`src/include/platform_config.svh`:
```
`ifndef PLATFORM_CONFIG_SVH
`define PLATFORM_CONFIG_SVH

// On-chip RAM depth in 32-bit words.
`define PLAT_RAM_WORDS 1024

// Region select, taken from word address bits 29 and 28. Region 3 is unmapped.
`define PLAT_REGION_RAM   2'd0
`define PLAT_REGION_PIO   2'd1
`define PLAT_REGION_TIMER 2'd2

// LED port register offsets.
`define PIO_OFF_DATA 2'd0
`define PIO_OFF_SET  2'd1
`define PIO_OFF_CLR  2'd2

// Interval timer register offsets.
`define TMR_OFF_LOAD   2'd0
`define TMR_OFF_CTRL   2'd1
`define TMR_OFF_STATUS 2'd2
`define TMR_OFF_COUNT  2'd3

// Timer control and status bit positions.
`define TMR_CTRL_EN        0
`define TMR_CTRL_IRQ_EN    1
`define TMR_STATUS_EXPIRED 0

`endif

```
`src/platform_pkg.sv`:
```
package platform_pkg;

	// One data word on the core bus.
	typedef logic [31:0] word_t;

	// Word address as issued by the core.
	typedef logic [29:0] addr_t;

	// Register offset inside a peripheral.
	typedef logic [1:0] reg_off_t;

	// LED output value.
	typedef logic [7:0] led_t;

	// Decoder is either free or has a request out at one target.
	typedef enum logic {
		DEC_IDLE,
		DEC_WAIT
	} dec_state_t;

endpackage

```
`src/bus_if.sv`:
```
`timescale 1ns/100ps

interface bus_if
	import platform_pkg::*;
();

	addr_t addr;
	word_t data_wr;
	logic  write;
	logic  start;
	word_t data_rd;
	logic  ready;

	modport decoder (
		output addr,
		output data_wr,
		output write,
		output start,
		input  data_rd,
		input  ready
	);

	modport target (
		input  addr,
		input  data_wr,
		input  write,
		input  start,
		output data_rd,
		output ready
	);

endinterface

```
`src/pio_out.sv`:
```
`timescale 1ns/100ps

`include "platform_config.svh"

module pio_out
	import platform_pkg::*;
(
	input  logic  clk,
	input  logic  rst,
	bus_if.target bus,
	output led_t  leds
);

	reg_off_t offset;

	led_t  led_q;
	word_t rd_q;
	logic  ready_q;

	assign offset = bus.addr[1:0];

	always_ff @(posedge clk) begin
		if (rst) begin
			led_q   <= '0;
			ready_q <= 1'b0;
		end else begin
			ready_q <= bus.start;

			if (bus.start && bus.write) begin
				case (offset)
					`PIO_OFF_DATA: led_q <= bus.data_wr[7:0];
					`PIO_OFF_SET:  led_q <= led_q | bus.data_wr[7:0];
					`PIO_OFF_CLR:  led_q <= led_q & ~bus.data_wr[7:0];
					default:       led_q <= led_q;
				endcase
			end
		end
	end

	// Data, set and clear all read back the current LED value.
	always_ff @(posedge clk) begin
		if (bus.start && !bus.write) begin
			if (offset == `PIO_OFF_DATA || offset == `PIO_OFF_SET || offset == `PIO_OFF_CLR)
				rd_q <= {24'b0, led_q};
			else
				rd_q <= '0;
		end
	end

	assign bus.data_rd = rd_q;
	assign bus.ready   = ready_q;
	assign leds        = led_q;

endmodule

```
`src/flat_wrapper.sv`:
```
// flat-port wrapper written by rule: the top's interface ports become plain ports
module pio_out_flat import platform_pkg::*;
  (clk, rst, leds, bus_addr, bus_data_wr, bus_write, bus_start, bus_data_rd, bus_ready);
  bus_if bus_i ();
  input  logic clk;
  input  logic rst;
  output led_t leds;
  input wire logic [$bits(bus_i.addr)-1:0] bus_addr;
  input wire logic [$bits(bus_i.data_wr)-1:0] bus_data_wr;
  input wire logic [$bits(bus_i.write)-1:0] bus_write;
  input wire logic [$bits(bus_i.start)-1:0] bus_start;
  output wire logic [$bits(bus_i.data_rd)-1:0] bus_data_rd;
  output wire logic [$bits(bus_i.ready)-1:0] bus_ready;
  assign bus_i.addr = bus_addr;
  assign bus_i.data_wr = bus_data_wr;
  assign bus_i.write = bus_write;
  assign bus_i.start = bus_start;
  assign bus_data_rd = bus_i.data_rd;
  assign bus_ready = bus_i.ready;
  pio_out u_core (.clk(clk), .rst(rst), .bus(bus_i), .leds(leds));
endmodule
```
`config.mk`:
```
export PLATFORM = sky130hd
export DESIGN_NAME = pio_out_flat
export DESIGN_NICKNAME = d
export VERILOG_FILES = /design/src/platform_pkg.sv /design/src/bus_if.sv /design/src/pio_out.sv /design/src/flat_wrapper.sv
export VERILOG_INCLUDE_DIRS = /design/src /design/src/include
export SDC_FILE = /design/constraint.sdc
export NUM_CORES = 1
export LEC_CHECK = 0
export BUFFER_PORTS_ARGS = -buffer_cell sky130_fd_sc_hd__buf_4
export CAP_MARGIN = 15
export CELL_PAD_IN_SITES_DETAIL_PLACEMENT = 0
export CELL_PAD_IN_SITES_GLOBAL_PLACEMENT = 1
export CORE_ASPECT_RATIO = 0.8
export CORE_UTILIZATION = 23
export DETAILED_ROUTE_END_ITERATION = 8
export PLACE_DENSITY_LB_ADDON = 0.08
export SETUP_SLACK_MARGIN = 0.15
export SYNTH_ARGS = -nofsm -noshare
export SYNTH_HDL_FRONTEND = slang
export SYNTH_SLANG_ARGS = --single-unit
export TNS_END_PERCENT = 100
```
`constraint.sdc`:
```
create_clock -name clk -period 1.4 [get_ports clk]
set_input_delay 0.14 -clock clk [delete_from_list [all_inputs] [get_ports clk]]
set_output_delay 0.14 -clock clk [all_outputs]
set_load 0.02 [all_outputs]
```
==> impl_metrics.ini <==
[clocking]
ctsResizeCount = 0
postCtsHoldBufs = 0
root_buffer = clkbuf_8
cts-buffers-inserted = 3
clk_path_buf_depth = 2
clkLatencyLatePin_ns = 0.25
tritoncts = done
clk_pin_slew_ns = 0.07
htree_levels = 1
cts_setup_buffers = 0
cts.sinks = 17

[setup_path]
end_kind = register
slowest_stage = or2_2
cp_top_family = simple AND/OR/NAND/NOR gates
path_class = in2reg
reg2reg_slack_ns = 0.64
cp.buffers_inverters = 2
cpPeakStageDelay_ns = 0.38
path_cells = buf_4 > inv_1 > ha_1 > or2_2 > o22ai_1 > a211oi_2
start_kind = primary input
cp_max_fo = 8
crit_required_ns = 1.54
arrival_ns = 1.23

[logic_synthesis]
async_flop_share_pct = 0
synth_area_um2 = 1050
synth_top_area_cell = edfxtp_1
synth.area.top_cells = edfxtp_1 23%, dfxtp_1 17%, buf_4 17%, a211oi_2 9.5%, and2b_2 6.7%
synth.yosys.seq_area_share_pct = 40.1
synth.top_cells.by_count = 24 x buf_4, 9 x dfxtp_1
yosysTopAreaCellShare_pct = 22.9
syn_avg_cell_area_um2 = 10.9
ys_seq_elements = 17
synthFlopType = dfxtp_1
synthCells = 96
yosysMostFrequentCell = buf_4
synth_cell_types = 18
synth-edff-count = 8
yosysWarnings = 0

[layout]
fin_util_pct = 30.2
antenna-diode-count = 0
area_growth_syn_to_layout_pct = 23.3
nNetsFinal = 199
fill_cells = 448
layout-drive-gt1-share_pct = 44.2

[placed_design]
portBuffers = 30
place.gp.congestion = 0.683
dp_hpwl_um = 1640

[floorplan]
die_area_um2 = 4830
die_w_um = 77.5
die_h_um = 62.4
fp.coreArea_um2 = 4280
row_count = 21
initial_core_util_pct = 24.5
io_pins = 107

[route]
ant_nets = 0
drt_wl_total_um = 2160
first_iter_violations = 22
drt_drc_violations_left = 0
vias_per_cell = 3.82
dr.pass1.iters = 3
drt-wirelength-per-cell_um = 11.6
vias = 710

[timing]
tns_ns = 0
setup_viol = 0
slew_violations = 0
fmax_mhz = 917
period_share_pct = 77.9
rsz0062_at_grt = false
period_needed_ns = 1.09
skew_ns = 0.000407
final_hold_viol_count = 0

[power]
power_uw = 1220
peakVddDrop_mv = 0.333
p_leak_uw = 0.000582
p_per_area_nw_per_um2 = 943

[global_route]
grt_pass1_vias = 645
grt_first_pass_wirelength_um = 3330
track_usage_pct = 9.39
grt.overflow.total = 0
grt_max_degree = 13
grt_antenna_before_repair = 0

[hold_path]
hp-class = in2reg

[run_status]
outcome = complete, no violations

[run]
cap_violations = 0
## layer usage
metal  wire length, µm  GRT usage, %  vias to the layer above
li1                  -             -                      352
met1              1040          11.6                      322
met2               941          14.8                       32
met3               144          3.50                        4
met4                27          3.54                        0
met5                 0             0                        -
## state kept, by name, indices dropped and copies added, names as in the netlist
name,flops
u_core.leds,8
u_core.bus.data_rd,8
u_core.bus.ready,1
## layout make-up
cell class              instances  area (µm²)  share of cell area, %
repair buffers                 34         268                   20.7
flip-flops and latches         17         420                   32.5
inverters                       3        11.3                  0.871
multi-input cells              71         475                   36.8
clock buffers                   3        41.3                   3.19
well taps                      57        71.3                   5.52
clock inverters                 1        5.00                  0.387
## worst paths after layout
| check | start | to | cells past startpoint |
|---|---|---|---|
| worst max-delay path | bus_addr[0] | u_core.leds[3]$_SDFFE_PP0P_ | 6 |
| worst min-delay path | bus_start | u_core.bus.ready$_SDFF_PP0_ | 2 |
| worst max register to register | u_core.leds[5]$_SDFFE_PP0P_ | u_core.bus.data_rd[5]$_SDFFCE_PN0P_ | 1 |
| worst min register to register | u_core.leds[7]$_SDFFE_PP0P_ | u_core.leds[7]$_SDFFE_PP0P_ | 2 |
## logic make-up (layout without fill, tap and decap cells)
group | after synthesis | count (layout) | synth area share, %
buf+inv | 31 | 41 | 22.8
other cells | 1 | 24 | 0.358
flops | 17 | 17 | 40.1
simple gates | 20 | 20 | 14.3
compound gates | 24 | 24 | 18.9
fa+ha+maj | 3 | 3 | 3.58
## cells in the final DEF (no fill, tap or decap)
cell	count
buf_4	33
conb_1	24
dfxtp_1	9
nor2b_1	8
o22ai_1	8
a211oi_2	8
and2b_2	8
edfxtp_1	8
a21oi_1	6
inv_1	3
ha_1	3
clkbuf_8	3
and2b_1	2
a21oi_2	2
and3b_1	1
or2_2	1
clkinv_2	1
buf_12	1
## through the flow
step / instance area [µm²] / cells / worst slack (ns) / hold slack, ns
6_report: 1290 / 186 / 0.310 / 0.116
5_1_grt: 1290 / 186 / 0.266 / 0.119
4_1_cts: 1290 / 186 / 0.324 / 0.115
3_5_place_dp: 1250 / 182 / 0.0463 / 0.386
3_3_place_gp: 1250 / 182 / 0.0603 / 0.387
2_1_floorplan: 1130 / 119 / 0.190 / 0.268
## power by group
part | leakage, µW | internal, µW | switching [µW]
clock | 0.0000255 | 198 | 177
sequential | 0.000150 | 543 | 11.3
combinational | 0.000407 | 109 | 181
Note: power is estimated with default switching activity, not from simulation.
