--- config.mk ---
export PLATFORM = sky130hd
export DESIGN_NAME = bus_decoder_flat
export DESIGN_NICKNAME = d
export VERILOG_FILES = /design/src/platform_pkg.sv /design/src/bus_if.sv /design/src/bus_decoder.sv /design/src/flat_wrapper.sv
export VERILOG_INCLUDE_DIRS = /design/src /design/src/include
export SDC_FILE = /design/constraint.sdc
export NUM_CORES = 1
export LEC_CHECK = 0
export BUFFER_PORTS_ARGS = -buffer_cell sky130_fd_sc_hd__buf_4
export CAP_MARGIN = 20
export CELL_PAD_IN_SITES_DETAIL_PLACEMENT = 2
export CELL_PAD_IN_SITES_GLOBAL_PLACEMENT = 2
export CORE_AREA = 2 2 153 155
export CTS_CLUSTER_SIZE = 28
export DETAILED_ROUTE_END_ITERATION = 8
export DIE_AREA = 0 0 155 157
export HOLD_SLACK_MARGIN = 0.02
export PLACE_DENSITY = 0.73
export SYNTH_ARGS = -nofsm -noshare
export SYNTH_HDL_FRONTEND = slang
export SYNTH_SLANG_ARGS = --single-unit
--- constraint.sdc ---
create_clock -name clk -period 12.25 [get_ports clk]
set_input_delay 3.0625 -clock clk [delete_from_list [all_inputs] [get_ports clk]]
set_output_delay 3.0625 -clock clk [all_outputs]
set_load 0.01 [all_outputs]
--- src/include/platform_config.svh ---
`ifndef PLATFORM_CONFIG_SVH
`define PLATFORM_CONFIG_SVH

// On-chip RAM depth in 32-bit words.
`define PLAT_RAM_WORDS 1024

// Region select, taken from word address bits 29 and 28. Region 3 is unmapped.
`define PLAT_REGION_RAM   2'd0
`define PLAT_REGION_PIO   2'd1
`define PLAT_REGION_TIMER 2'd2

// LED port register offsets.
`define PIO_OFF_DATA 2'd0
`define PIO_OFF_SET  2'd1
`define PIO_OFF_CLR  2'd2

// Interval timer register offsets.
`define TMR_OFF_LOAD   2'd0
`define TMR_OFF_CTRL   2'd1
`define TMR_OFF_STATUS 2'd2
`define TMR_OFF_COUNT  2'd3

// Timer control and status bit positions.
`define TMR_CTRL_EN        0
`define TMR_CTRL_IRQ_EN    1
`define TMR_STATUS_EXPIRED 0

`endif

--- src/platform_pkg.sv ---
package platform_pkg;

	// One data word on the core bus.
	typedef logic [31:0] word_t;

	// Word address as issued by the core.
	typedef logic [29:0] addr_t;

	// Register offset inside a peripheral.
	typedef logic [1:0] reg_off_t;

	// LED output value.
	typedef logic [7:0] led_t;

	// Decoder is either free or has a request out at one target.
	typedef enum logic {
		DEC_IDLE,
		DEC_WAIT
	} dec_state_t;

endpackage

--- src/bus_if.sv ---
`timescale 1ns/100ps

interface bus_if
	import platform_pkg::*;
();

	addr_t addr;
	word_t data_wr;
	logic  write;
	logic  start;
	word_t data_rd;
	logic  ready;

	modport decoder (
		output addr,
		output data_wr,
		output write,
		output start,
		input  data_rd,
		input  ready
	);

	modport target (
		input  addr,
		input  data_wr,
		input  write,
		input  start,
		output data_rd,
		output ready
	);

endinterface

--- src/bus_decoder.sv ---
`timescale 1ns/100ps

`include "platform_config.svh"

module bus_decoder
	import platform_pkg::*;
(
	input  logic   clk,
	input  logic   rst,
	input  addr_t  addr,
	input  word_t  data_wr,
	input  logic   write,
	input  logic   start,
	output word_t  data_rd,
	output logic   ready,
	bus_if.decoder ram_bus,
	bus_if.decoder pio_bus,
	bus_if.decoder tmr_bus
);

	dec_state_t state;

	addr_t      addr_q;
	word_t      data_q;
	logic       write_q;
	logic [1:0] region_q;

	logic issue;
	logic unmapped;
	logic miss_ready;

	assign unmapped = region_q != `PLAT_REGION_RAM
	               && region_q != `PLAT_REGION_PIO
	               && region_q != `PLAT_REGION_TIMER;

	always_ff @(posedge clk) begin
		if (rst) begin
			state      <= DEC_IDLE;
			issue      <= 1'b0;
			miss_ready <= 1'b0;
		end else begin
			issue      <= 1'b0;
			// Nobody answers an unmapped region, so the decoder answers itself.
			miss_ready <= issue && unmapped;

			case (state)
				DEC_IDLE:
					if (start) begin
						state <= DEC_WAIT;
						issue <= 1'b1;
					end

				DEC_WAIT:
					if (ready)
						state <= DEC_IDLE;

				default:
					state <= DEC_IDLE;
			endcase
		end
	end

	// The request is held here until the target has answered.
	always_ff @(posedge clk) begin
		if (state == DEC_IDLE && start) begin
			addr_q   <= addr;
			data_q   <= data_wr;
			write_q  <= write;
			region_q <= addr[29:28];
		end
	end

	assign ram_bus.addr    = addr_q;
	assign ram_bus.data_wr = data_q;
	assign ram_bus.write   = write_q;
	assign ram_bus.start   = issue && region_q == `PLAT_REGION_RAM;

	assign pio_bus.addr    = addr_q;
	assign pio_bus.data_wr = data_q;
	assign pio_bus.write   = write_q;
	assign pio_bus.start   = issue && region_q == `PLAT_REGION_PIO;

	assign tmr_bus.addr    = addr_q;
	assign tmr_bus.data_wr = data_q;
	assign tmr_bus.write   = write_q;
	assign tmr_bus.start   = issue && region_q == `PLAT_REGION_TIMER;

	always_comb begin
		data_rd = '0;
		ready   = 1'b0;

		if (state == DEC_WAIT) begin
			case (region_q)
				`PLAT_REGION_RAM: begin
					data_rd = ram_bus.data_rd;
					ready   = ram_bus.ready;
				end
				`PLAT_REGION_PIO: begin
					data_rd = pio_bus.data_rd;
					ready   = pio_bus.ready;
				end
				`PLAT_REGION_TIMER: begin
					data_rd = tmr_bus.data_rd;
					ready   = tmr_bus.ready;
				end
				default:
					ready = miss_ready;
			endcase
		end
	end

endmodule

--- src/flat_wrapper.sv ---
// flat-port wrapper written by rule: the top's interface ports become plain ports
module bus_decoder_flat import platform_pkg::*;
  (clk, rst, addr, data_wr, write, start, data_rd, ready, ram_bus_addr, ram_bus_data_wr, ram_bus_write, ram_bus_start, ram_bus_data_rd, ram_bus_ready, pio_bus_addr, pio_bus_data_wr, pio_bus_write, pio_bus_start, pio_bus_data_rd, pio_bus_ready, tmr_bus_addr, tmr_bus_data_wr, tmr_bus_write, tmr_bus_start, tmr_bus_data_rd, tmr_bus_ready);
  bus_if ram_bus_i ();
  bus_if pio_bus_i ();
  bus_if tmr_bus_i ();
  input  logic clk;
  input  logic rst;
  input  addr_t addr;
  input  word_t data_wr;
  input  logic write;
  input  logic start;
  output word_t data_rd;
  output logic ready;
  output wire logic [$bits(ram_bus_i.addr)-1:0] ram_bus_addr;
  output wire logic [$bits(ram_bus_i.data_wr)-1:0] ram_bus_data_wr;
  output wire logic [$bits(ram_bus_i.write)-1:0] ram_bus_write;
  output wire logic [$bits(ram_bus_i.start)-1:0] ram_bus_start;
  input wire logic [$bits(ram_bus_i.data_rd)-1:0] ram_bus_data_rd;
  input wire logic [$bits(ram_bus_i.ready)-1:0] ram_bus_ready;
  output wire logic [$bits(pio_bus_i.addr)-1:0] pio_bus_addr;
  output wire logic [$bits(pio_bus_i.data_wr)-1:0] pio_bus_data_wr;
  output wire logic [$bits(pio_bus_i.write)-1:0] pio_bus_write;
  output wire logic [$bits(pio_bus_i.start)-1:0] pio_bus_start;
  input wire logic [$bits(pio_bus_i.data_rd)-1:0] pio_bus_data_rd;
  input wire logic [$bits(pio_bus_i.ready)-1:0] pio_bus_ready;
  output wire logic [$bits(tmr_bus_i.addr)-1:0] tmr_bus_addr;
  output wire logic [$bits(tmr_bus_i.data_wr)-1:0] tmr_bus_data_wr;
  output wire logic [$bits(tmr_bus_i.write)-1:0] tmr_bus_write;
  output wire logic [$bits(tmr_bus_i.start)-1:0] tmr_bus_start;
  input wire logic [$bits(tmr_bus_i.data_rd)-1:0] tmr_bus_data_rd;
  input wire logic [$bits(tmr_bus_i.ready)-1:0] tmr_bus_ready;
  assign ram_bus_addr = ram_bus_i.addr;
  assign ram_bus_data_wr = ram_bus_i.data_wr;
  assign ram_bus_write = ram_bus_i.write;
  assign ram_bus_start = ram_bus_i.start;
  assign ram_bus_i.data_rd = ram_bus_data_rd;
  assign ram_bus_i.ready = ram_bus_ready;
  assign pio_bus_addr = pio_bus_i.addr;
  assign pio_bus_data_wr = pio_bus_i.data_wr;
  assign pio_bus_write = pio_bus_i.write;
  assign pio_bus_start = pio_bus_i.start;
  assign pio_bus_i.data_rd = pio_bus_data_rd;
  assign pio_bus_i.ready = pio_bus_ready;
  assign tmr_bus_addr = tmr_bus_i.addr;
  assign tmr_bus_data_wr = tmr_bus_i.data_wr;
  assign tmr_bus_write = tmr_bus_i.write;
  assign tmr_bus_start = tmr_bus_i.start;
  assign tmr_bus_i.data_rd = tmr_bus_data_rd;
  assign tmr_bus_i.ready = tmr_bus_ready;
  bus_decoder u_core (.clk(clk), .rst(rst), .addr(addr), .data_wr(data_wr), .write(write), .start(start), .data_rd(data_rd), .ready(ready), .ram_bus(ram_bus_i), .pio_bus(pio_bus_i), .tmr_bus(tmr_bus_i));
endmodule
==> results.cfg <==
[global_routing]
grt-ovfl-total = 0
antenna_found_initial = 0
grt_max_degree = 65
grt_pass1_vias = 3553
grt_pass1_wl_mm = 23.17
groute.usage.overall_pct = 13.13

[worst_setup_path]
cp-end-kind = primary output
worstPathRequired_ps = 9190
startpoint_type = primary input
crit_fanout = 2
path_class = in -> out
cp.arrival_ps = 3930

[synthesis]
syn_avg_cell_area_um2 = 11.46
synth_nets = 512
yosysUniqueCellTypes = 20
yosysSeqAreaShare_pct = 49.10
yosysTopAreaCell = edfxtp_1
yosysTopAreaCellShare_pct = 47.59
syn_area_mm2 = 0.003975
syn_inst = 347
synth_area_leaders = edfxtp_1 (48%), buf_4 (24%), mux2i_1 (8.1%)
yosys_warnings = 0
ys_ff_latch = 66

[layout]
area_growth_syn_to_layout_pct = 64.46
diodes = 0
final_util_pct = 29.05
layout.nets = 775
drive_above_1_share_pct = 72.48

[sta]
fmax_mhz = 143.0
rsz0062_at_grt = false
period_needed_ps = 6995
setup_viol_count_final = 0
drv_slew = 0
fin_tns_setup_ps = 0
max_slew_margin_pct = 40.70
clock_skew_ps = 11.00
fin_crit_sh_pct = 57.10
finalWorstSetupSlack_ps = 5255
hold_viol = 0
worst_pin_slew_ps = 889.5

[cts]
h-tree-depth = 3
cts_resized = 0
cts_made_buffers = 9
cts_root_buffer = clkbuf_16
cts_tree = built
cts_setup_buffers = 0
insertion_delay_ps = 330
path_clk_slew_ps = 60
holdBufCountCts = 0
cts.path.max_buffers = 2
cts_sinks = 66

[route]
drtIter0Drc = 82
viasPerCell = 3.838
ant_nets = 0
vias = 3450
drc_errors = 0
routedWlPerCell_um = 19.13
dr.pass1.iters = 4
wl_mm = 17.20

[outcome]
status = complete, no violations

[flow_run]
drv_cap = 0

[placed_design]
port_buffers = 389
gp_congestion = 0.7452
dp_hpwl_mm = 13.99
dp_slack_ps = 5225

[floorplanning]
start_util_pct = 17.66
fp.dieH_um = 157
pin_count = 390
die_area_mm2 = 0.02434
core_mm2 = 0.02250
rows = 55
die_w_um = 155

[pwr]
p_leak_nw = 3.078
power.density_mw_per_mm2 = 108.3
fin_total_pwr_mw = 0.7082
vdd_drop_max_uv = 58.76

[min_path]
min_path_type = reg -> reg
## synthesized netlist by cell type
master,n
buf_2,4
buf_6,2
buf_4,126
or2_2,32
mux4_2,1
a21boi_0,28
clkbuf_1,7
a21boi_1,4
nor3b_1,2
and2_4,1
mux2i_1,32
nor2_1,2
and2b_2,1
edfxtp_1,63
and3b_1,1
dfxtp_1,3
nand2_1,33
nor2b_1,2
buf_8,2
nor3_2,1
## worst max-delay path: stages
cell and delay, ps:
buf_4 110, mux4_2 440, and2_4 170, buf_4 140
## report_power, final
part	total [mW]	internal [mW]	leakage (nW)	switching, mW
Combinational	0.171	0.0983	2.31	0.0725
Clock	0.258	0.157	0.138	0.101
Sequential	0.279	0.265	0.627	0.0144
## cells in the final DEF, fill, tap and decap left out, types with 2 or more instances in the layout
cell type | synthesis | final
edfxtp_1 | 63 | 63
buf_4 | 126 | 393
a21boi_1 | 4 | 4
clkinvlp_4 | 0 | 2
clkbuf_16 | 0 | 9
nor2_1 | 2 | 2
mux2i_1 | 32 | 32
dfxtp_1 | 3 | 3
a21boi_0 | 28 | 28
nand2_1 | 33 | 33
nor3b_1 | 2 | 2
or2_2 | 32 | 32
## per-layer routing
layer | up-vias | routed length [um] | track usage, %
met1 | 1649 | 6199 | 13.95
met5 | - | 0 | 0
met2 | 221 | 8909 | 23.39
met3 | 13 | 1874 | 6.195
li1 | 1567 | - | -
met4 | 0 | 218 | 3.571
## kinds of logic after synthesis
logic type,share of synthesized area [%]
compound gates,6.043
simple gates,9.947
flops,49.10
mux,8.625
buf+inv,26.28
## worst paths after layout
path                            cells past startpoint  slack, ps           endpoint                from
worst max-delay path                                4       5250              ready       tmr_bus_ready
worst min-delay path                                2        510  u_core.miss_ready        u_core.issue
worst max register to register                      4      10370       u_core.state  u_core.region_q[0]
worst min register to register                      2        510  u_core.miss_ready        u_core.issue
## flip-flops by register name (all words and copies together) (netlist names)
name                    count
u_core.miss_ready           1
u_core.pio_bus.addr        29
u_core.state                1
u_core.pio_bus.data_wr     32
u_core.region_q             1
u_core.pio_bus.write        1
u_core.issue                1
## per-stage QoR
stage	instance area (um2)	hold slack, ps	std cells
floorplan	3975	455.3	347
global placement	6245	505.1	884
detailed placement	6245	498.7	884
CTS	6538	513.4	899
global route	6538	535.3	899
finish	6538	513.5	899
## area by class of cell
class / instances / area (um2)
clock inverter: 6 / 67.56
sequential: 66 / 1952
clock buffer: 9 / 225.2
timing repair buffer: 393 / 2950
fill: 2543 / 15970
multi-input combinational: 140 / 985.9
tap: 285 / 356.6
Power figures use the tool's default switching activity.
