--- src/include/platform_config.svh ---
`ifndef PLATFORM_CONFIG_SVH
`define PLATFORM_CONFIG_SVH

// On-chip RAM depth in 32-bit words.
`define PLAT_RAM_WORDS 1024

// Region select, taken from word address bits 29 and 28. Region 3 is unmapped.
`define PLAT_REGION_RAM   2'd0
`define PLAT_REGION_PIO   2'd1
`define PLAT_REGION_TIMER 2'd2

// LED port register offsets.
`define PIO_OFF_DATA 2'd0
`define PIO_OFF_SET  2'd1
`define PIO_OFF_CLR  2'd2

// Interval timer register offsets.
`define TMR_OFF_LOAD   2'd0
`define TMR_OFF_CTRL   2'd1
`define TMR_OFF_STATUS 2'd2
`define TMR_OFF_COUNT  2'd3

// Timer control and status bit positions.
`define TMR_CTRL_EN        0
`define TMR_CTRL_IRQ_EN    1
`define TMR_STATUS_EXPIRED 0

`endif

--- src/platform_pkg.sv ---
package platform_pkg;

	// One data word on the core bus.
	typedef logic [31:0] word_t;

	// Word address as issued by the core.
	typedef logic [29:0] addr_t;

	// Register offset inside a peripheral.
	typedef logic [1:0] reg_off_t;

	// LED output value.
	typedef logic [7:0] led_t;

	// Decoder is either free or has a request out at one target.
	typedef enum logic {
		DEC_IDLE,
		DEC_WAIT
	} dec_state_t;

endpackage

--- src/bus_if.sv ---
`timescale 1ns/100ps

interface bus_if
	import platform_pkg::*;
();

	addr_t addr;
	word_t data_wr;
	logic  write;
	logic  start;
	word_t data_rd;
	logic  ready;

	modport decoder (
		output addr,
		output data_wr,
		output write,
		output start,
		input  data_rd,
		input  ready
	);

	modport target (
		input  addr,
		input  data_wr,
		input  write,
		input  start,
		output data_rd,
		output ready
	);

endinterface

--- src/interval_timer.sv ---
`timescale 1ns/100ps

`include "platform_config.svh"

module interval_timer
	import platform_pkg::*;
(
	input  logic  clk,
	input  logic  rst,
	bus_if.target bus,
	output logic  irq
);

	reg_off_t offset;

	word_t load_q;
	word_t count_q;
	logic  en_q;
	logic  irq_en_q;
	logic  expired_q;
	logic  irq_q;

	word_t rd_q;
	word_t rd_next;
	logic  ready_q;
	logic  wr;

	assign offset = bus.addr[1:0];
	assign wr     = bus.start && bus.write;

	always_ff @(posedge clk) begin
		if (rst) begin
			load_q    <= '0;
			count_q   <= '0;
			en_q      <= 1'b0;
			irq_en_q  <= 1'b0;
			expired_q <= 1'b0;
			irq_q     <= 1'b0;
			ready_q   <= 1'b0;
		end else begin
			ready_q <= bus.start;
			irq_q   <= expired_q && irq_en_q;

			if (wr && offset == `TMR_OFF_LOAD)
				load_q <= bus.data_wr;

			if (wr && offset == `TMR_OFF_STATUS && bus.data_wr[`TMR_STATUS_EXPIRED])
				expired_q <= 1'b0;

			if (wr && offset == `TMR_OFF_CTRL) begin
				en_q     <= bus.data_wr[`TMR_CTRL_EN];
				irq_en_q <= bus.data_wr[`TMR_CTRL_IRQ_EN];
				count_q  <= load_q;
			end else if (en_q) begin
				// Zero is a counted state, which gives a period of load+1 cycles.
				if (count_q == '0) begin
					count_q   <= load_q;
					expired_q <= 1'b1;
				end else begin
					count_q <= count_q - 1'b1;
				end
			end
		end
	end

	always_comb begin
		rd_next = '0;

		case (offset)
			`TMR_OFF_LOAD:   rd_next = load_q;
			`TMR_OFF_COUNT:  rd_next = count_q;
			`TMR_OFF_STATUS: rd_next[`TMR_STATUS_EXPIRED] = expired_q;
			default: begin
				rd_next[`TMR_CTRL_EN]     = en_q;
				rd_next[`TMR_CTRL_IRQ_EN] = irq_en_q;
			end
		endcase
	end

	always_ff @(posedge clk) begin
		if (bus.start && !bus.write)
			rd_q <= rd_next;
	end

	assign bus.data_rd = rd_q;
	assign bus.ready   = ready_q;
	assign irq         = irq_q;

endmodule

--- src/flat_wrapper.sv ---
// flat-port wrapper written by rule: the top's interface ports become plain ports
module interval_timer_flat import platform_pkg::*;
  (clk, rst, irq, bus_addr, bus_data_wr, bus_write, bus_start, bus_data_rd, bus_ready);
  bus_if bus_i ();
  input  logic clk;
  input  logic rst;
  output logic irq;
  input wire logic [$bits(bus_i.addr)-1:0] bus_addr;
  input wire logic [$bits(bus_i.data_wr)-1:0] bus_data_wr;
  input wire logic [$bits(bus_i.write)-1:0] bus_write;
  input wire logic [$bits(bus_i.start)-1:0] bus_start;
  output wire logic [$bits(bus_i.data_rd)-1:0] bus_data_rd;
  output wire logic [$bits(bus_i.ready)-1:0] bus_ready;
  assign bus_i.addr = bus_addr;
  assign bus_i.data_wr = bus_data_wr;
  assign bus_i.write = bus_write;
  assign bus_i.start = bus_start;
  assign bus_data_rd = bus_i.data_rd;
  assign bus_ready = bus_i.ready;
  interval_timer u_core (.clk(clk), .rst(rst), .bus(bus_i), .irq(irq));
endmodule
--- config.mk ---
export PLATFORM = sky130hd
export DESIGN_NAME = interval_timer_flat
export DESIGN_NICKNAME = d
export VERILOG_FILES = /design/src/platform_pkg.sv /design/src/bus_if.sv /design/src/interval_timer.sv /design/src/flat_wrapper.sv
export VERILOG_INCLUDE_DIRS = /design/src /design/src/include
export SDC_FILE = /design/constraint.sdc
export NUM_CORES = 1
export LEC_CHECK = 0
export ABC_AREA = 0
export BUFFER_PORTS_ARGS = -buffer_cell sky130_fd_sc_hd__buf_2
export CORE_ASPECT_RATIO = 1.5
export CORE_MARGIN = 4
export CORE_UTILIZATION = 25
export DETAILED_ROUTE_END_ITERATION = 12
export MAX_ROUTING_LAYER = met4
export PLACE_DENSITY_LB_ADDON = 0.15
export SKIP_LAST_GASP = 1
export SYNTH_ARGS = -nofsm -noshare
export SYNTH_HDL_FRONTEND = slang
export SYNTH_SLANG_ARGS = --single-unit
--- constraint.sdc ---
create_clock -name clk -period 4.5 [get_ports clk]
set_input_delay 0.225 -clock clk [delete_from_list [all_inputs] [get_ports clk]]
set_output_delay 0.225 -clock clk [all_outputs]
set_load 0.1 [all_outputs]
==> reports/metrics.cfg, run 1 <==
[run_status]
status=finished, final reports clean

[placement]
gp_congestion=0.878
hpwl_um=11700
placed_area_um2=5630
port_buffers=71

[floorplan]
start_util_pct=25.6
rows=63
core_um2=19900
die_height_um=183
dieWidth_um=124
die_area_um2=22700
ios=100

[timing]
slew_headroom_pct=26.9
fmax_ghz=0.352
skew_ns=0.00967
worst_pin_slew_ns=1.10
hold_slack_ns=0.103
timing.final.crit_period_ns=2.84
post-route-period-util_pct=63.1
setup_violations=0
hold_violations=0
fin_setup_tns_ns=0
slew_viol_final=0
rsz0062_at_grt=false

[detailed_routing]
vias=4604
wl_um=16800
via_per_inst=5.19
dr.pass1.iters=7
drtIter0Drc=237
drcViolationCount=0
postRouteAntennaNets=0
wl_per_cell_um=19.0

[finish]
design_area_um2=5900
fin_util_pct=29.7
final_common_cell=nand2_1
num-nets-final=695
final_cell_mix=nand2_1, buf_2, dfxtp_1, nor2_1, a21oi_1
drive_above_1_share_pct=20.3
num_antenna_cells=0
area_growth_pct=16.2

[global_routing]
grt_pass1_vias=4694
antenna_found_initial=0
grt.total_usage_pct=15.1
grt_first_pass_wirelength_um=26500
overflow=0
grt_max_degree=40

[worst_setup_path]
r2r_end=u_core.count_q[16]
crit_arrival_ns=3.07
crit_slowest_cell=o31ai_4
cp-end-kind=flop
slowest_delay_ns=0.75
r2r_setup_slack_ns=1.66
reg2reg_from=u_core.count_q[0]
ff2ff_path_depth=8
cp_max_fo=17
crit_required_ns=4.73
cp_common_cell=nor2_1
crit_type=flop to flop
cp_cell_sequence=inv_1, ha_1, nor4b_2, nand3_2, o31ai_4, nor2_1, a222oi_1, nor2_1
start_kind=flop

[hold_path]
worstHoldStart=bus_data_wr[5]
hp-class=primary input to flop
holdPathStages=3
min_to=u_core.load_q[5]

[clocking]
cts_buffer_depth=2
cts_made_buffers=9
cts.clk_slew.worst_paths_ns=0.07
hold_buffers=0
cts_tree=done
post_cts_resize_count=0
postCtsSetupRepairBufs=0
clk_latency_ns=0.35
clock-sinks=101
htreeDepth=3
cts_root_buf=clkbuf_16

[power]
irDropWorstVdd_mv=0.200
p_int_mw=1.59
power_density_nw_per_um2=424
p_comb_share_pct=29.3
clkPwrFrac_pct=30.1
swShare_pct=36.5
p_seq_share_pct=40.6
leakage_nw=2.10
switchingPower_uw=914

[yosys]
syn_area_um2=5080
syn_area_per_cell_um2=8.85
async_reset_ff_share_pct=0
syn_nets=647
postSynthCellCount=574
ys.flop_type=dfxtp_1
yosysSeqAreaShare_pct=46.1
ys_types=64
synth_edf_count=32
synth-seq-cells=101
yosys_warnings=0

[job]
cap_viol_max_count=0

[sequential cells by signal (all words and copies together) (netlist names)]
signal,flops
u_core.bus.data_rd,32
u_core.bus.ready,1
u_core.count_q,32
u_core.en_q,1
u_core.expired_q,1
u_core.irq,1
u_core.irq_en_q,1
u_core.load_q,32
[through the flow]
step | total power [mW] | instances | setup WS, ns
floorplan | 1.60 | 574 | 2.40
global placement | 1.76 | 871 | 1.75
detailed placement | 1.77 | 871 | 1.71
CTS | 2.52 | 887 | 1.69
global route | 2.61 | 887 | 1.49
finish | 2.50 | 887 | 1.66
[synth_stat cells, drive strengths merged (10+ instances only)]
cell    instances  share of area [%]
nand3          17                1.9
nand2          90                6.8
nor2           64                4.7
o21ai          23                2.3
a21oi          54                5.3
a22oi          38                5.6
nor4           19                3.7
nor3           19                2.4
buf            11                1.8
o22ai          10                1.4
a31oi          11                1.4
edfxtp         32                 19
dfxtp          69                 27
clkbuf         33                2.5
[power groups by stage]
stage / Combinational, mW / Sequential, mW / Clock, mW
6_report: 0.733 / 1.02 / 0.754
5_1_grt: 0.789 / 1.02 / 0.802
4_1_cts: 0.730 / 1.02 / 0.776
3_5_place_dp: 0.728 / 1.04 / 0
3_3_place_gp: 0.724 / 1.04 / 0
2_1_floorplan: 0.502 / 1.10 / 0
[metal layers]
layer  up-vias  share of wire, %  track usage, %
met4         0               3.1            6.45
met5         -                 0               -
met1      2235                43            17.9
met2       137                50            25.6
li1       2196                 -               -
met3        36               3.9            2.25
[cells by family after synthesis]
| family | Yosys count | synth area share (%) |
|---|---|---|
| simple gates | 247 | 25.0 |
| compound gates | 160 | 20.8 |
| flops | 101 | 46.1 |
| buf+inv | 51 | 4.80 |
| fa+ha+maj | 7 | 1.72 |
| mux | 6 | 1.21 |
| xor+xnor | 2 | 0.345 |
[critical path: cells and delay by family (launching register included)]
kind	cells	cell delay (ns)
adders and majority gates	1	0.15
and+or+nand+nor	4	0.96
DFF	1	0.37
AOI/OAI and AO/OA	2	1.09
buffers and inverters	1	0.14
[how the worst max path moves through the flow]
stage / startpoint / to / slack [ns] / cells past startpoint
6_report: u_core.count_q[0] / u_core.count_q[16] / 1.66 / 8
5_1_grt: u_core.count_q[0] / u_core.count_q[16] / 1.49 / 8
4_1_cts: u_core.count_q[0] / u_core.count_q[16] / 1.69 / 8
3_5_place_dp: u_core.count_q[0] / u_core.count_q[16] / 1.71 / 8
3_3_place_gp: u_core.count_q[0] / u_core.count_q[16] / 1.75 / 8
2_1_floorplan: bus_write / u_core.bus.data_rd[0] / 2.40 / 1
[layout make-up]
type,instances,area (µm²)
Sequential cell,101,2340
Fill cell,2179,14000
Tap cell,260,325
Clock inverter,5,35.0
Inverter,7,26.3
Timing Repair Buffer,81,430
Multi-Input combinational cell,422,2500
Clock buffer,11,243
(Power assumes the default switching activity.)
==> run 2: changes to the inputs <==
--- a/config.mk
+++ b/config.mk
@@ -6,7 +6,7 @@
 export SDC_FILE = /design/constraint.sdc
 export NUM_CORES = 1
 export LEC_CHECK = 0
-export ABC_AREA = 0
+export ABC_AREA = 1
 export BUFFER_PORTS_ARGS = -buffer_cell sky130_fd_sc_hd__buf_2
 export CORE_ASPECT_RATIO = 1.5
 export CORE_MARGIN = 4
==> constraint.sdc (replaced) <==
create_clock -name clk -period 2.72 [get_ports clk]
set_input_delay 0.136 -clock clk [delete_from_list [all_inputs] [get_ports clk]]
set_output_delay 0.136 -clock clk [all_outputs]
set_load 0.1 [all_outputs]
==> reports/metrics.cfg, run 2 <==
[run_status]
status=finished, final reports clean

[detailed_routing]
vias=4855  ; +5.5%
dr.pass1.iters=4  ; -3
drcViolationCount=0  ; unchanged
wl_per_cell_um=15.6  ; -18%
via_per_inst=4.62  ; -11%
postRouteAntennaNets=0  ; unchanged
drtIter0Drc=279  ; +18%
wl_um=16400  ; -2.6%

[floorplan]
ios=100  ; unchanged
dieWidth_um=125  ; +0.76%
core_um2=20300  ; +2.4%
rows=64  ; +1.6%
die_height_um=184  ; +0.77%
die_area_um2=23100  ; +1.5%
start_util_pct=25.4  ; -0.19 points

[worst_setup_path]
cp_max_fo=27  ; +10
reg2reg_from=u_core.count_q[13]
cp_num_buf_inv=1  ; unchanged
cp_top_family=simple AND/OR/NAND/NOR gates
start_kind=flop
crit_path_start=u_core.count_q[13]
crit_arrival_ns=2.22  ; -0.85 ns
cp_cell_sequence=nor2_1, nand2_2, nor2_4, nand2_2, o21ai_4, buf_12, o21ai_0, nand3_1, o21ai_1
crit_required_ns=2.97  ; -1.76 ns
cp_common_cell=nand2_2
cp-end-kind=flop
slowest_delay_ns=0.40  ; -0.35 ns
crit_slowest_cell=o21ai_4
crit_type=flop to flop

[hold_path]
hp-class=primary input to flop
worstHoldStart=bus_start

[yosys]
synth_xor_area_share_pct=0.339  ; -0.0055 points
synth-seq-cells=101  ; unchanged
synth_common_cells=nand2_1, a21oi_1, dfxtp_1
yosysTopAreaCellShare_pct=26.8  ; -0.43 points
yosys_warnings=0  ; unchanged
synthAdderAreaFrac_pct=1.70  ; -0.028 points
synth.area.top_cells=dfxtp_1, edfxtp_1, nand2_1
yosysSeqAreaShare_pct=45.4  ; -0.74 points
synthSimpleGateAreaFrac_pct=28.2  ; +3.1 points
async_reset_ff_share_pct=0  ; unchanged
syn_area_um2=5160  ; +1.6%
ys_types=31  ; -52%
yosysMostFrequentCell=nand2_1
syn_area_per_cell_um2=7.15  ; -19%
syn_nets=795  ; +23%
synth_compound_area_share_pct=16.6  ; -4.2 points
synth_top_family_by_area=simple AND/OR/NAND/NOR gates
synth_edf_count=32  ; unchanged
ys.flop_type=dfxtp_1
postSynthCellCount=722  ; +26%
yosysTopAreaCell=dfxtp_1
synth.mux.area_fraction_pct=0  ; -1.2 points

[timing]
setup_violations=0  ; unchanged
fin_setup_tns_ns=0  ; unchanged
worst_slack_ns=0.743  ; -0.917 ns
slew_headroom_pct=61.4  ; +34 points
post-route-period-util_pct=72.7  ; +9.6 points
slew_viol_final=0  ; unchanged
rsz0062_at_grt=false
worst_pin_slew_ns=0.578  ; -0.518 ns
hold_violations=0  ; unchanged
skew_ns=0.0132  ; +0.00357 ns
fmax_ghz=0.506  ; +44%
timing.final.crit_period_ns=1.98  ; -0.863 ns

[global_routing]
grt_pass1_vias=4843  ; +3.2%
grt_max_degree=40  ; unchanged
grt.total_usage_pct=14.6  ; -0.48 points
overflow=0  ; unchanged
grt_first_pass_wirelength_um=25900  ; -2.2%
antenna_found_initial=0  ; unchanged

[placement]
dp_cells=1035  ; +19%
port_buffers=71  ; unchanged
gp_congestion=0.897  ; +2.2%
place_ws_ns=0.738  ; -0.969 ns
hpwl_um=11500  ; -1.0%
placed_area_um2=5830  ; +3.6%

[finish]
drive_above_1_share_pct=15.1  ; -5.1 points
stdcell_count=1051  ; +18%
multi_input_area_um2=2430  ; -3.0%
seqCellArea_um2=2340  ; unchanged
final_cell_mix=nand2_1, a21oi_1, buf_2, dfxtp_1, inv_1
num_antenna_cells=0  ; unchanged
design_area_um2=6130  ; +3.8%
final_common_cell=nand2_1
num-nets-final=855  ; +23%
fillers=2308  ; +5.9%
area_growth_pct=18.7

[power]
irDropWorstVdd_mv=0.555  ; +180%
fin_total_pwr_mw=7.04  ; +180%
leakage_nw=2.52  ; +20%
power_density_nw_per_um2=1150  ; +170%

[clocking]
clk_latency_ns=0.35  ; about the same
cts_tree=done
cts_made_buffers=9  ; unchanged
cts_buffer_depth=2  ; unchanged
htreeDepth=3  ; unchanged
hold_buffers=0  ; unchanged
cts.clk_slew.worst_paths_ns=0.08  ; about the same
postCtsSetupRepairBufs=0  ; unchanged
post_cts_resize_count=0  ; unchanged
cts_root_buf=clkbuf_16
clock-sinks=101  ; unchanged

[job]
cap_viol_max_count=0  ; unchanged

[run 2: changes by cell type after synthesis, sizes merged, moves of 19 or more]
cell	before	now
a22oi	38	1
o21ai	23	58
inv	7	67
nand2	90	201
a21oi	54	102
nand3	17	56
nor4	19	0
[run 2: final cells by class]
type	count	share of cell area (%)
inverter	67	4.10
timing repair buffer	84	7.80
clock inverter	7	1.22
clock buffer	9	3.67
tap	264	5.39
sequential	101	38.2
multi-input combinational	519	39.6
[run 2: worst min-delay path: cells and delay by family]
kind,cells,cell delay [ns]
AND/OR/NAND/NOR,1,0.08
buffers and inverters,2,0.15
[run 2: routing by layer]
layer  wire [µm]  track usage, %  part of all wire [%]
met4         272            4.34                   1.7
met2        8690            26.6                    53
met3         477            2.12                   2.9
met1        6960            16.7                    42
met5           0               -                     0
[run 2: path summary, 6_finish.rpt]
check	to	slack [ns]	depth (start not counted)
worst max-delay path	u_core.count_q[7]	0.74	9
worst min-delay path	u_core.bus.ready	0.04	3
worst max register to register	u_core.count_q[7]	0.74	9
worst min register to register	u_core.irq	0.44	2
[run 2: logic make-up after synthesis]
logic type	after synthesis
simple gates	344
flops	101
fa+ha+maj	7
xor+xnor	2
buf+inv	102
compound gates	166
[run 2: through the flow]
step	util (%)	hold slack [ns]
global placement	28.7	0.400
floorplan	-	0.261
finish	30.1	0.0438
detailed placement	28.7	0.407
global route	30.1	0.0525
CTS	30.1	0.0377
[run 2: where the power goes]
part           switching [mW]  internal, mW
sequential              0.198          1.71
combinational            2.60          1.20
clock                   0.677         0.655
total                    3.48          3.56
